`src/common/isa_pkg.sv`:
```
// RV32I encodings and ALU operation codes used by the decoder and the execute stage
package isa_pkg;

  // major opcodes, instr[6:0]
  localparam logic [6:0] OPC_LUI    = 7'b0110111;
  localparam logic [6:0] OPC_OP_IMM = 7'b0010011;
  localparam logic [6:0] OPC_OP     = 7'b0110011;
  localparam logic [6:0] OPC_STORE  = 7'b0100011;

  // funct3, instr[14:12]
  localparam logic [2:0] F3_ADD  = 3'b000;  // also SUB
  localparam logic [2:0] F3_SLL  = 3'b001;
  localparam logic [2:0] F3_SLT  = 3'b010;
  localparam logic [2:0] F3_SLTU = 3'b011;
  localparam logic [2:0] F3_XOR  = 3'b100;
  localparam logic [2:0] F3_SR   = 3'b101;  // SRL / SRA
  localparam logic [2:0] F3_OR   = 3'b110;
  localparam logic [2:0] F3_AND  = 3'b111;
  localparam logic [2:0] F3_SW   = 3'b010;  // store word

  // funct7 selecting SUB and SRA/SRAI
  localparam logic [6:0] F7_ALT = 7'b0100000;

  typedef enum logic [3:0] {
    ALU_ADD,
    ALU_SUB,
    ALU_SLL,
    ALU_SLT,
    ALU_SLTU,
    ALU_XOR,
    ALU_SRL,
    ALU_SRA,
    ALU_OR,
    ALU_AND,
    ALU_PASS_B   // LUI
  } alu_op_e;

  localparam logic [31:0] NOP_INSTR = 32'h0000_0013;  // addi x0, x0, 0

endpackage

```
`src/common/core_pkg.sv`:
```
// microarchitecture types and pipeline register structs shared by every stage of the core
package core_pkg;

  //////////////////////////////////////////////////
  // widths
  //////////////////////////////////////////////////

  localparam int WORD_W   = 32;  // data and address width
  localparam int NUM_REGS = 32;  // x0..x31, x0 hardwired

  typedef logic [WORD_W-1:0]           word_t;     // data or address word
  typedef logic [$clog2(NUM_REGS)-1:0] reg_idx_t;  // register index

  // pc value held until fetch is first enabled
  // the real start address is boot_addr_i, sampled on the first enable
  localparam word_t PC_RESET = '0;

  //////////////////////////////////////////////////
  // pipeline registers
  //////////////////////////////////////////////////

  // fetch -> decode
  typedef struct packed {
    logic  valid;
    word_t instr;  // raw instruction word
    word_t pc;     // address it was fetched from
  } if_id_t;

  // decode -> execute
  typedef struct packed {
    logic             valid;
    isa_pkg::alu_op_e alu_op;
    word_t            operand_a;   // rs1, forwarded
    word_t            operand_b;   // rs2 or immediate
    word_t            store_data;  // rs2 for SW
    reg_idx_t         rd;
    logic             reg_we;      // ALU result goes to rd
    logic             store_en;    // word store to data memory
  } id_ex_t;

  // execute write-back, also the forwarding source for decode
  typedef struct packed {
    logic     we;
    reg_idx_t rd;
    word_t    wdata;
  } wb_fwd_t;

endpackage

```
`src/decode/id_stage.sv`:
```
// decode stage with instruction decode, operand forwarding and the decode/execute register
`timescale 1ns/100ps

module id_stage (
  input  logic                clk,
  input  logic                rst_n,
  input  core_pkg::if_id_t    if_id_i,
  output logic                id_ready_o,
  input  logic                ex_ready_i,
  input  core_pkg::wb_fwd_t   wb_i,
  output core_pkg::id_ex_t    id_ex_o
);

  core_pkg::word_t    instr;
  core_pkg::reg_idx_t rs1, rs2, rd;
  logic [6:0]         opcode, funct7;
  logic [2:0]         funct3;
  core_pkg::word_t    imm_i, imm_shamt, imm_u, imm_s;
  core_pkg::word_t    rf_a, rf_b;    // raw register file reads
  core_pkg::word_t    rs1_val, rs2_val;
  isa_pkg::alu_op_e   alu_op;
  core_pkg::word_t    op_b;
  logic               reg_we, store_en;
  core_pkg::id_ex_t   id_ex_q;

  // instruction fields
  assign instr  = if_id_i.instr;
  assign opcode = instr[6:0];
  assign rd     = instr[11:7];
  assign funct3 = instr[14:12];
  assign rs1    = instr[19:15];
  assign rs2    = instr[24:20];
  assign funct7 = instr[31:25];

  // immediates
  assign imm_i     = {{20{instr[31]}}, instr[31:20]};
  assign imm_shamt = {27'b0, instr[24:20]};
  assign imm_u     = {instr[31:12], 12'b0};
  assign imm_s     = {{20{instr[31]}}, instr[31:25], instr[11:7]};

  register_file u_register_file (
    .clk       (clk),
    .rst_n     (rst_n),
    .raddr_a_i (rs1),
    .raddr_b_i (rs2),
    .rdata_a_o (rf_a),
    .rdata_b_o (rf_b),
    .wb_i      (wb_i)
  );

  //////////////////////////////////////////////////
  // forwarding from execute
  //////////////////////////////////////////////////

  // execute writes at the same edge decode hands over, so its value wins
  assign rs1_val = (wb_i.we && wb_i.rd == rs1 && rs1 != '0) ? wb_i.wdata : rf_a;
  assign rs2_val = (wb_i.we && wb_i.rd == rs2 && rs2 != '0) ? wb_i.wdata : rf_b;

  //////////////////////////////////////////////////
  // decoder
  //////////////////////////////////////////////////

  // funct3 -> ALU op, shared by OP and OP-IMM
  function automatic isa_pkg::alu_op_e f3_to_op(input logic [2:0] f3, input logic alt);
    isa_pkg::alu_op_e op;
    case (f3)
      isa_pkg::F3_ADD:  op = alt ? isa_pkg::ALU_SUB : isa_pkg::ALU_ADD;
      isa_pkg::F3_SLL:  op = isa_pkg::ALU_SLL;
      isa_pkg::F3_SLT:  op = isa_pkg::ALU_SLT;
      isa_pkg::F3_SLTU: op = isa_pkg::ALU_SLTU;
      isa_pkg::F3_XOR:  op = isa_pkg::ALU_XOR;
      isa_pkg::F3_SR:   op = alt ? isa_pkg::ALU_SRA : isa_pkg::ALU_SRL;
      isa_pkg::F3_OR:   op = isa_pkg::ALU_OR;
      default:          op = isa_pkg::ALU_AND;
    endcase
    return op;
  endfunction

  always_comb
  begin
    alu_op   = isa_pkg::ALU_ADD;
    op_b     = rs2_val;
    reg_we   = 1'b0;  // unknown encodings retire as no-ops
    store_en = 1'b0;
    case (opcode)
      isa_pkg::OPC_LUI:
      begin
        alu_op = isa_pkg::ALU_PASS_B;
        op_b   = imm_u;
        reg_we = 1'b1;
      end
      isa_pkg::OPC_OP_IMM:
      begin
        op_b = imm_i;
        if (funct3 == isa_pkg::F3_SLL || funct3 == isa_pkg::F3_SR)
        begin
          op_b   = imm_shamt;
          // shifts need a clean funct7, alt only for SRAI
          reg_we = (funct7 == 7'b0) ||
                   (funct7 == isa_pkg::F7_ALT && funct3 == isa_pkg::F3_SR);
          alu_op = f3_to_op(funct3, funct7 == isa_pkg::F7_ALT);
        end
        else
        begin
          reg_we = 1'b1;
          alu_op = f3_to_op(funct3, 1'b0);  // ADDI never subtracts
        end
      end
      isa_pkg::OPC_OP:
      begin
        reg_we = (funct7 == 7'b0) ||
                 (funct7 == isa_pkg::F7_ALT &&
                  (funct3 == isa_pkg::F3_ADD || funct3 == isa_pkg::F3_SR));
        alu_op = f3_to_op(funct3, funct7 == isa_pkg::F7_ALT);
      end
      isa_pkg::OPC_STORE:
      begin
        // address = rs1 + imm_s through the adder
        op_b     = imm_s;
        store_en = (funct3 == isa_pkg::F3_SW);
      end
      default: ;
    endcase
  end

  //////////////////////////////////////////////////
  // decode/execute register
  //////////////////////////////////////////////////

  assign id_ready_o = ex_ready_i;  // decode itself never stalls

  always_ff @(posedge clk, negedge rst_n)
  begin
    if (!rst_n)
      id_ex_q <= '0;
    else if (ex_ready_i)
    begin
      id_ex_q.valid      <= if_id_i.valid;  // bubble when fetch is empty
      id_ex_q.alu_op     <= alu_op;
      id_ex_q.operand_a  <= rs1_val;
      id_ex_q.operand_b  <= op_b;
      id_ex_q.store_data <= rs2_val;
      id_ex_q.rd         <= rd;
      id_ex_q.reg_we     <= reg_we && if_id_i.valid;
      id_ex_q.store_en   <= store_en && if_id_i.valid;
    end
  end

  assign id_ex_o = id_ex_q;

endmodule

```
`src/decode/register_file.sv`:
```
// integer register file x1..x31 with two combinational reads and one write, x0 reads zero
`timescale 1ns/100ps

module register_file (
  input  logic                clk,
  input  logic                rst_n,
  input  core_pkg::reg_idx_t  raddr_a_i,
  input  core_pkg::reg_idx_t  raddr_b_i,
  output core_pkg::word_t     rdata_a_o,
  output core_pkg::word_t     rdata_b_o,
  input  core_pkg::wb_fwd_t   wb_i        // write port from execute
);

  core_pkg::word_t regs [1:core_pkg::NUM_REGS-1];  // x0 not stored

  always_ff @(posedge clk, negedge rst_n)
  begin
    if (!rst_n)
    begin
      for (int i = 1; i < core_pkg::NUM_REGS; i++)
        regs[i] <= '0;
    end
    else if (wb_i.we && wb_i.rd != '0)  // x0 writes dropped
      regs[wb_i.rd] <= wb_i.wdata;
  end

  assign rdata_a_o = (raddr_a_i == '0) ? '0 : regs[raddr_a_i];
  assign rdata_b_o = (raddr_b_i == '0) ? '0 : regs[raddr_b_i];

endmodule

```
`src/fetch/if_stage.sv`:
```
// instruction fetch stage: pc, instruction-memory request FSM and the fetch/decode register
`timescale 1ns/100ps

module if_stage (
  input  logic                clk,
  input  logic                rst_n,

  input  logic                fetch_enable_i,
  input  core_pkg::word_t     boot_addr_i,

  // instruction memory
  output logic                instr_req_o,
  output core_pkg::word_t     instr_addr_o,
  input  logic                instr_gnt_i,
  input  logic                instr_rvalid_i,
  input  core_pkg::word_t     instr_rdata_i,

  // towards decode
  input  logic                id_ready_i,
  output core_pkg::if_id_t    if_id_o
);

  typedef enum logic [1:0] {
    FETCH_IDLE,   // nothing outstanding
    FETCH_REQ,    // req high, waiting for gnt
    FETCH_WAIT    // granted, waiting for rvalid
  } fetch_state_e;

  fetch_state_e      state_q, state_d;
  core_pkg::word_t   pc_q;
  logic              started_q;  // boot address taken
  logic              issue;      // start a new fetch
  core_pkg::if_id_t  if_id_q;

  // one fetch at a time, only once decode has room for the word
  assign issue = fetch_enable_i && (!if_id_q.valid || id_ready_i);

  //////////////////////////////////////////////////
  // request FSM
  //////////////////////////////////////////////////

  always_comb
  begin
    state_d = state_q;
    case (state_q)
      FETCH_IDLE: if (issue)          state_d = FETCH_REQ;
      FETCH_REQ:  if (instr_gnt_i)    state_d = FETCH_WAIT;
      FETCH_WAIT: if (instr_rvalid_i) state_d = FETCH_IDLE;
      default:                        state_d = FETCH_IDLE;
    endcase
  end

  always_ff @(posedge clk, negedge rst_n)
  begin
    if (!rst_n)
    begin
      state_q   <= FETCH_IDLE;
      pc_q      <= core_pkg::PC_RESET;
      started_q <= 1'b0;
    end
    else
    begin
      state_q <= state_d;
      if (state_q == FETCH_IDLE && issue && !started_q)
      begin
        pc_q      <= boot_addr_i;  // first enable samples boot address
        started_q <= 1'b1;
      end
      else if (state_q == FETCH_REQ && instr_gnt_i)
        pc_q <= pc_q + 32'd4;      // next sequential word
    end
  end

  assign instr_req_o  = (state_q == FETCH_REQ);
  assign instr_addr_o = pc_q;  // stable until gnt

  //////////////////////////////////////////////////
  // fetch/decode register
  //////////////////////////////////////////////////

  always_ff @(posedge clk, negedge rst_n)
  begin
    if (!rst_n)
      if_id_q <= '0;
    else if (state_q == FETCH_WAIT && instr_rvalid_i)
    begin
      if_id_q.valid <= 1'b1;
      if_id_q.instr <= instr_rdata_i;
      if_id_q.pc    <= pc_q - 32'd4;  // pc already stepped at gnt
    end
    else if (id_ready_i)
      if_id_q.valid <= 1'b0;          // taken by decode
  end

  assign if_id_o = if_id_q;

  // req/addr held steady while the memory stalls the grant
  a_req_stable: assert property (@(posedge clk) disable iff (!rst_n)
    instr_req_o && !instr_gnt_i |=> instr_req_o && $stable(instr_addr_o));

  // no response without a granted request
  a_no_stray_rvalid: assert property (@(posedge clk) disable iff (!rst_n)
    instr_rvalid_i |-> state_q != FETCH_IDLE);

endmodule

```
`src/rtl/ex_stage.sv`:
```
// execute stage: ALU, register write-back and word store requests to data memory
`timescale 1ns/100ps

module ex_stage (
  input  logic                clk,
  input  logic                rst_n,
  input  core_pkg::id_ex_t    id_ex_i,
  output logic                ex_ready_o,
  output core_pkg::wb_fwd_t   wb_o,

  // data memory, stores only
  output logic                data_req_o,
  input  logic                data_gnt_i,
  output core_pkg::word_t     data_addr_o,
  output core_pkg::word_t     data_wdata_o
);

  core_pkg::word_t alu_result;
  logic [4:0]      shamt;

  assign shamt = id_ex_i.operand_b[4:0];  // low five bits only

  //////////////////////////////////////////////////
  // ALU
  //////////////////////////////////////////////////

  always_comb
  begin
    case (id_ex_i.alu_op)
      isa_pkg::ALU_ADD:  alu_result = id_ex_i.operand_a + id_ex_i.operand_b;
      isa_pkg::ALU_SUB:  alu_result = id_ex_i.operand_a - id_ex_i.operand_b;
      isa_pkg::ALU_SLL:  alu_result = id_ex_i.operand_a << shamt;
      isa_pkg::ALU_SLT:  alu_result = {31'b0, $signed(id_ex_i.operand_a) <
                                              $signed(id_ex_i.operand_b)};
      isa_pkg::ALU_SLTU: alu_result = {31'b0, id_ex_i.operand_a < id_ex_i.operand_b};
      isa_pkg::ALU_XOR:  alu_result = id_ex_i.operand_a ^ id_ex_i.operand_b;
      isa_pkg::ALU_SRL:  alu_result = id_ex_i.operand_a >> shamt;
      isa_pkg::ALU_SRA:  alu_result = $unsigned($signed(id_ex_i.operand_a) >>> shamt);
      isa_pkg::ALU_OR:   alu_result = id_ex_i.operand_a | id_ex_i.operand_b;
      isa_pkg::ALU_AND:  alu_result = id_ex_i.operand_a & id_ex_i.operand_b;
      default:           alu_result = id_ex_i.operand_b;  // LUI
    endcase
  end

  // ALU ops leave after one cycle, writing at that edge
  assign wb_o.we    = id_ex_i.valid && id_ex_i.reg_we;
  assign wb_o.rd    = id_ex_i.rd;
  assign wb_o.wdata = alu_result;

  //////////////////////////////////////////////////
  // store port
  //////////////////////////////////////////////////

  // the entry sits in id_ex until gnt, so addr/data hold
  assign data_req_o   = id_ex_i.valid && id_ex_i.store_en;
  assign data_addr_o  = alu_result;          // rs1 + imm_s
  assign data_wdata_o = id_ex_i.store_data;

  assign ex_ready_o = !data_req_o || data_gnt_i;  // store done in gnt cycle

  // the whole pipe must stall behind a pending store
  a_store_stable: assert property (@(posedge clk) disable iff (!rst_n)
    data_req_o && !data_gnt_i |=>
      data_req_o && $stable(data_addr_o) && $stable(data_wdata_o));

endmodule

```
`src/rtl/mini_riscv_core.sv`:
```
// top of the three-stage RV32I core, connects fetch, decode and execute to the memory ports
`timescale 1ns/100ps

module mini_riscv_core (
  input  logic              clk,
  input  logic              rst_n,

  input  logic              fetch_enable_i,
  input  core_pkg::word_t   boot_addr_i,

  // instruction memory
  output logic              instr_req_o,
  input  logic              instr_gnt_i,
  input  logic              instr_rvalid_i,
  output core_pkg::word_t   instr_addr_o,
  input  core_pkg::word_t   instr_rdata_i,

  // data memory, word stores
  output logic              data_req_o,
  input  logic              data_gnt_i,
  output core_pkg::word_t   data_addr_o,
  output core_pkg::word_t   data_wdata_o
);

  core_pkg::if_id_t  if_id;     // fetch -> decode
  core_pkg::id_ex_t  id_ex;     // decode -> execute
  core_pkg::wb_fwd_t wb;        // execute -> regfile and forwarding
  logic              id_ready;  // decode can take if_id
  logic              ex_ready;  // execute can take id_ex

  //////////////////////////////////////////////////
  // stages
  //////////////////////////////////////////////////

  if_stage u_if_stage (
    .clk            (clk),
    .rst_n          (rst_n),
    .fetch_enable_i (fetch_enable_i),
    .boot_addr_i    (boot_addr_i),
    .instr_req_o    (instr_req_o),
    .instr_addr_o   (instr_addr_o),
    .instr_gnt_i    (instr_gnt_i),
    .instr_rvalid_i (instr_rvalid_i),
    .instr_rdata_i  (instr_rdata_i),
    .id_ready_i     (id_ready),
    .if_id_o        (if_id)
  );

  id_stage u_id_stage (
    .clk        (clk),
    .rst_n      (rst_n),
    .if_id_i    (if_id),
    .id_ready_o (id_ready),
    .ex_ready_i (ex_ready),
    .wb_i       (wb),
    .id_ex_o    (id_ex)
  );

  ex_stage u_ex_stage (
    .clk          (clk),
    .rst_n        (rst_n),
    .id_ex_i      (id_ex),
    .ex_ready_o   (ex_ready),
    .wb_o         (wb),
    .data_req_o   (data_req_o),
    .data_gnt_i   (data_gnt_i),
    .data_addr_o  (data_addr_o),
    .data_wdata_o (data_wdata_o)
  );

endmodule
```
`config.mk`:
```
export PLATFORM = sky130hd
export DESIGN_NAME = mini_riscv_core
export DESIGN_NICKNAME = d
export VERILOG_FILES = /design/src/common/isa_pkg.sv /design/src/common/core_pkg.sv /design/src/decode/id_stage.sv /design/src/decode/register_file.sv /design/src/fetch/if_stage.sv /design/src/rtl/ex_stage.sv /design/src/rtl/mini_riscv_core.sv
export SDC_FILE = /design/constraint.sdc
export NUM_CORES = 2
export LEC_CHECK = 0
export BUFFER_PORTS_ARGS = -buffer_cell sky130_fd_sc_hd__buf_4
export CAP_MARGIN = 20
export CORE_ASPECT_RATIO = 1.5
export CORE_MARGIN = 5
export CORE_UTILIZATION = 50
export CTS_CLUSTER_DIAMETER = 120
export DETAILED_ROUTE_END_ITERATION = 6
export PLACE_DENSITY = 0.66
export SLEW_MARGIN = 15
export SYNTH_ARGS = -nofsm -noshare
export SYNTH_HDL_FRONTEND = slang
export SYNTH_SLANG_ARGS = --single-unit
```
`constraint.sdc`:
```
create_clock -name clk -period 8.9 [get_ports clk]
set_input_delay 2.67 -clock clk [delete_from_list [all_inputs] [get_ports clk]]
set_output_delay 2.67 -clock clk [all_outputs]
set_load 0.03 [all_outputs]
```
Word level (Yosys, flattened, before mapping)
Index checks and enable logic that the tools add are counted.
{"block": "totals", "register_bits": 1168, "latchBits": 0, "ram_bits": 0, "romBits": 0, "input_bits": 70, "mem_count": 0}
{"block": "classes", "addsub": 3, "multipliers": 0, "div_mod_pow": 0, "order_cmp": 6, "n_eq_ne": 27, "shifts": 3, "muxes": 33, "bitwise": 6, "n_reduce_logical": 38}
{"operator": "992-bit bitwise mux", "count": 1}
{"operator": "32-bit 2-to-1 mux", "count": 12}
{"operator": "32-bit binary-select mux with 5-bit select", "count": 2}
{"operator": "32-bit case mux with 10 select lines", "count": 1}
{"operator": "32-bit demux with 5-bit select", "count": 1}
{"operator": "32-bit case mux with 3 select lines", "count": 1}
{"operator": "32-bit < comparator", "count": 2}
{"operator": "4-bit case mux with 7 select lines", "count": 2}
{"operator": "32-bit by 3-bit adder with 32-bit output, second input constant", "count": 1}
{"operator": "32-bit adder", "count": 1}
{"operator": "32-bit bitwise AND", "count": 1}
{"operator": "32-bit bitwise OR", "count": 1}
{"operator": "32-bit by 5-bit left shift with 32-bit output", "count": 1}
{"operator": "32-bit by 5-bit right shift with 32-bit output", "count": 1}
{"operator": "32-bit by 5-bit >>> shifter with 32-bit output", "count": 1}
{"operator": "32-bit subtractor", "count": 1}
{"operator": "32-bit bitwise XOR", "count": 1}
{"operator": "7-bit by 6-bit == test with 1-bit output, second input constant", "count": 4}
{"operator": "6-bit greater-or-equal comparator, second input constant", "count": 3}
{"operator": "5-bit NOT with 6-bit output", "count": 3}
{"operator": "1-bit logical AND", "count": 17}
{"operator": "4-bit by 3-bit == test with 1-bit output, second input constant", "count": 4}
{"operator": "5-bit nonzero test", "count": 3}
{"operator": "4-bit case mux with 3 select lines", "count": 1}
{"operator": "other kinds (27)", "count": 50}

Depth between registers and ports, before layout
{"block": "depth", "ltp_word": 8, "ltp_mapped": 19, "mapped_depth_nobuf": 15}

Cells and area by module
From an unflattened synthesis, not the netlist that was laid out.
{"block": "unflattened", "cells_unflattened": 6466, "hier_area_um2": 72449.5}
{"mod": "register_file", "instances": 1, "cells_each": 4066, "area_per_inst_um2": 53277.3}
{"mod": "ex_stage", "instances": 1, "cells_each": 1398, "area_per_inst_um2": 8928.6}
{"mod": "id_stage", "instances": 1, "cells_each": 534, "area_per_inst_um2": 5368.9}
{"mod": "if_stage", "instances": 1, "cells_each": 468, "area_per_inst_um2": 4874.7}

Worst setup path after synthesis
Ideal clock, no wire load.
{"block": "synth_timing", "kind": "flip-flop to output port", "startpoint": "register u_id_stage.id_ex_q, in the netlist u_id_stage.id_ex_o[42]", "endpoint": "output port data_addr_o[31]", "arrival_time_ps": 4100, "required_ps": 6230, "slack_ps": 2130, "stages_incl_launch_ff": 18, "n_path_buf": 6, "cell_sequence": "dfrtp_1 > inv_1 > buf_2 > buf_2 > buf_2 > clkbuf_1 > ha_1 > buf_2 > and2_4 > a221oi_2 > a2111o_1 > a31oi_4 > nor3_2 > nor4b_1 > or4_1 > a31oi_4 > buf_2 > inv_1"}
{"block": "synth_between", "elab_chain_cells": 2}
{"item": "start, declared", "line": "id_stage.sv:24", "rtl": "core_pkg::id_ex_t id_ex_q;"}
{"item": "32-bit subtractor (tied with other cells)", "line": "ex_stage.sv:31", "rtl": "isa_pkg::ALU_SUB: alu_result = id_ex_i.operand_a - id_ex_i.operand_b;"}
{"item": "32-bit case mux with 10 select lines (*)", "line": "ex_stage.sv:29", "rtl": "case (id_ex_i.alu_op)"}
{"item": "end, declared", "line": "mini_riscv_core.sv:21", "rtl": "output core_pkg::word_t data_addr_o,"}
Every way passes the cells marked *; elsewhere a longest branch is shown, timed or not.

Final worst setup path
{"block": "layout_timing", "startpoint": "register u_id_stage.id_ex_q, in the netlist u_id_stage.id_ex_o[39]", "endpoint": "output port data_addr_o[30]"}
Same word-level chain as after synthesis.

==> parameters.txt <==
Parameter                              Value

Logic synthesis
  Mean instance size in the synthesized netlist    10.66 µm²
  Net count of the mapped netlist    6681
  Seq/Total Area, Yosys    0.4212
  Count of different cell masters after synthesis    106
  Async set-or-reset flop fraction in the synthesized netlist    1.000
  Count of synthesis-stage warnings from yosys    0
  Synthesized netlist cell count    6511
  Most used flip-flop cell after synthesis    dfrtp_1
  Count of flip-flops with a built-in enable after synthesis    0
  Number of flip-flops and latches in the synthesized netlist    1168
  Post-synthesis cell area    69390 µm²

Critical path
  CP delay by family, top    compound AO/OA/AOI/OAI gates
  Worst setup slack for register-to-register paths    3.36 ns
  Crit-path max FO    45
  Count of buffering cells on the critical path with inverters included    3
  CP arrival    5.80 ns
  Highest cell delay on the worst timing path    0.77 ns
  CP dominant cell by count    buf_4
  Worst setup EP type    output pin
  Start of the worst register-to-register path    u_id_stage.id_ex_o[104]
  Worst reg-to-reg path cell count    10
  Worst reg2reg path endpoint    u_id_stage.id_ex_o[42]
  Setup crit start kind    flip-flop
  List of cells traversed by the critical path    ha_1, fa_1, a211oi_1, nor2_1, o31ai_1, nand3b_1, a31oi_1, o21ai_0, a2111oi_0, o21ai_1, nand2_1, buf_4, inv_1, buf_4
  Slowest CP cell    dfrtp_4
  Startpoint-to-endpoint class of the critical path    flip-flop to output pin
  Required time of the critical path    6.23 ns

Power
  Switching power share of the total    0.3659
  Net switching power    5843 µW
  Worst IR drop on VDD    0.0003114 V
  Combinational power share    0.296
  Post-layout total power    15970 µW
  Part of the power in registers    0.376
  Power per unit of standard cell area    210.1 nW/µm²
  Reported leakage power    0.03262 µW
  Clock network power share    0.328
  Design internal power    10120 µW

Cells and area
  Layout Cell Area excl Fill    76000 µm²
  Layout cell share with drive strength beyond 1    0.2364
  Commonest non-fill, non-tap cell in the layout    nand2_1
  Filler instances    11790
  Synth-to-layout area growth    9.534%
  Final Net Count    6494
  Commonest non-fill, non-tap cells in the layout    1405 x nand2_1, 1154 x dfrtp_1, 827 x o21ai_0
  Multi-input combinational cell area    37190 µm²
  FF/Latch Area    29270 µm²
  Finished Layout Cells    8280

Min path
  Worst hold stages    2
  Worst Hold Endpoint    u_if_stage.instr_addr_o[0]
  Startpoint of the tightest hold check path    u_if_stage.instr_addr_o[0]
  Hold/Removal Path Class    flip-flop to flip-flop

Floorplanning
  Width of the chip    314.2 µm
  Initial Util    0.5024
  Core region area    138100 µm²
  Number of core rows    167
  Number of top-level pins    168
  Die ar.    146500 µm²
  Chip Height    466.3 µm

Clocking
  Clock insertion delay at the later pin of the skew report    0.77 ns
  Clock Pin Slew Worst Setup and Hold Paths    0.07 ns
  Library cell used as clock root buffer    clkbuf_16
  CTS max path bufs    3
  Buffer count from post-CTS setup fixing    0
  Total CTS buffers    112
  Total of cells resized after clock tree synthesis    0
  Maximum level of the CTS H-tree    3
  Clock sink count    1168
  Clock tree from TritonCTS    built
  Post-CTS Hold Fix Bufs    0

Flow run
  Max capacitance violation total    0

GRT
  Global-route wire length before repair    385500 µm
  Largest net degree at the start of global routing    166
  Number of global-route vias before repair    55230
  Overall routing resource usage    0.3585
  Initial antenna violation count    8
  Aggregate global routing overflow    0

Detailed routing
  Routed wire length per instance    32.05 µm
  Count of unresolved DRC violations after routing    0
  Max layer used    met5
  Detailed Route Iter0 Violations    6959
  Via-per-instance ratio    6.723
  Length of routed met2 wiring    123400 µm
  Number of optimization iterations in the first detailed-route pass    6
  Final antenna-violating net count    0
  WL met3    24840 µm
  Aggregate routed wire length    265400 µm
  Routed length on met1    94650 µm
  Total via count after detailed routing    55670

Timing
  Crit share post-route    0.9516
  Worst rel slew slack    0.06803
  Number of failing setup endpoints in the final timing report    0
  Setup repair after global routing missed its margin    no
  Setup total negative slack    0 ns
  Fin Hold WS    0.4779 ns
  Count of pins over their slew limit    0
  Fin crit period    8.469 ns
  Final Hold Violating Endpoints    0
  Highest clock frequency the design can meet    118.1 MHz
  Tightest Pin Transition    1.398 ns
  Clk_skew    0.04026 ns

Place
  Placed cell count    8064
  IO Port Bufs    167
  DP Area    71970 µm²
  Gp weighted congestion    1.087
  Detailed placement HPWL    172000 µm

Outcome
  Status    complete, no violations
==> Yosys cell counts, types with 29 or more instances <==
cell      instances  area, µm²
mux4_2          644      14500
o21ai_0         827       4139
inv_1           123      461.7
o211ai_1         29      217.7
clkbuf_1        427       1603
buf_2           108      540.5
nand3_1          35      175.2
xnor2_1          33      289.0
o21ai_1          74      370.4
nor3_1           37      185.2
nor2_1          248      930.9
mux2i_1         146       1461
a22o_1           35      306.5
a21oi_1         184      920.9
mux2_2          225       2534
buf_1            52      195.2
o221ai_1         35      306.5
ha_1             98       1226
nand2_1        1436       5390
buf_4            43      322.8
dfrtp_1        1168      29230
a211oi_1         33      247.7
==> flip-flops by register name (all words and copies together) (netlist names) <==
register,flops
u_if_stage.started_q,1
u_if_stage.instr_addr_o,32
u_if_stage.if_id_o,33
u_id_stage.id_ex_o,108
u_if_stage.state_q,2
u_id_stage.u_register_file.regs,992
==> through the flow <==
stage | utilization | setup WS [ns]
after floorplan | - | 2.130
after global placement | 0.5210 | 1.366
final | 0.5503 | 0.4306
after global routing | 0.5502 | 0.2445
after detailed placement | 0.5210 | 1.402
after CTS | 0.5499 | 0.5502
==> power groups by stage <==
stage	Clock, µW	Sequential [µW]	Combinational (µW)
2_1_floorplan	0	5730	3240
3_3_place_gp	0	6100	4680
3_5_place_dp	0	6090	4670
4_1_cts	5280	6000	4680
5_1_grt	5490	6030	4900
6_report	5240	6010	4720
==> cell families after synthesis <==
logic type	after synthesis	share of synthesized area
xor gates and xnor gates	57	0.007195
and+or+nand+nor	1912	0.1118
DFF	1168	0.4212
muxes	1015	0.2666
buffers and inverters	771	0.04714
adders and majority gates	100	0.01825
AOI/OAI and AO/OA	1488	0.1278
==> worst reg2reg max path: cells and delay by family, from the launching register on <==
family / cells / cell delay, ns
AND/OR/NAND/NOR: 3 / 1.49
buffers and inverters: 1 / 0.41
flip-flops: 1 / 0.84
AO/OA/AOI/OAI: 6 / 2.63
==> how the worst max path moves through the flow <==
| stage | start | endpoint | slack, ns | depth (start not counted) |
|---|---|---|---|---|
| after global routing | u_id_stage.id_ex_o[39] | data_addr_o[30] | 0.24 | 14 |
| after global placement | u_id_stage.id_ex_o[39] | data_addr_o[30] | 1.37 | 14 |
| after CTS | u_id_stage.id_ex_o[39] | data_addr_o[30] | 0.55 | 14 |
| final | u_id_stage.id_ex_o[39] | data_addr_o[30] | 0.43 | 14 |
| after floorplan | u_id_stage.id_ex_o[42] | data_addr_o[31] | 2.13 | 17 |
| after detailed placement | u_id_stage.id_ex_o[39] | data_addr_o[30] | 1.40 | 14 |
==> cell type report <==
type,instances,share of cell area
Antenna cell,4,0.0001317
Tap cell,1859,0.03060
Inverter,127,0.006272
Multi-Input combinational cell,4572,0.4894
Clock buffer,158,0.04297
Sequential cell,1168,0.3852
Clock inverter,49,0.009384
Timing Repair Buffer,343,0.03610
==> routing by layer <==
| metal | up-vias | track usage |
|---|---|---|
| li1 | 23220 | - |
| met2 | 3200 | 0.5682 |
| met4 | 2 | 0.2404 |
| met5 | - | 0 |
| met3 | 848 | 0.07115 |
| met1 | 28390 | 0.4488 |
Power figures use the tool's default switching activity.
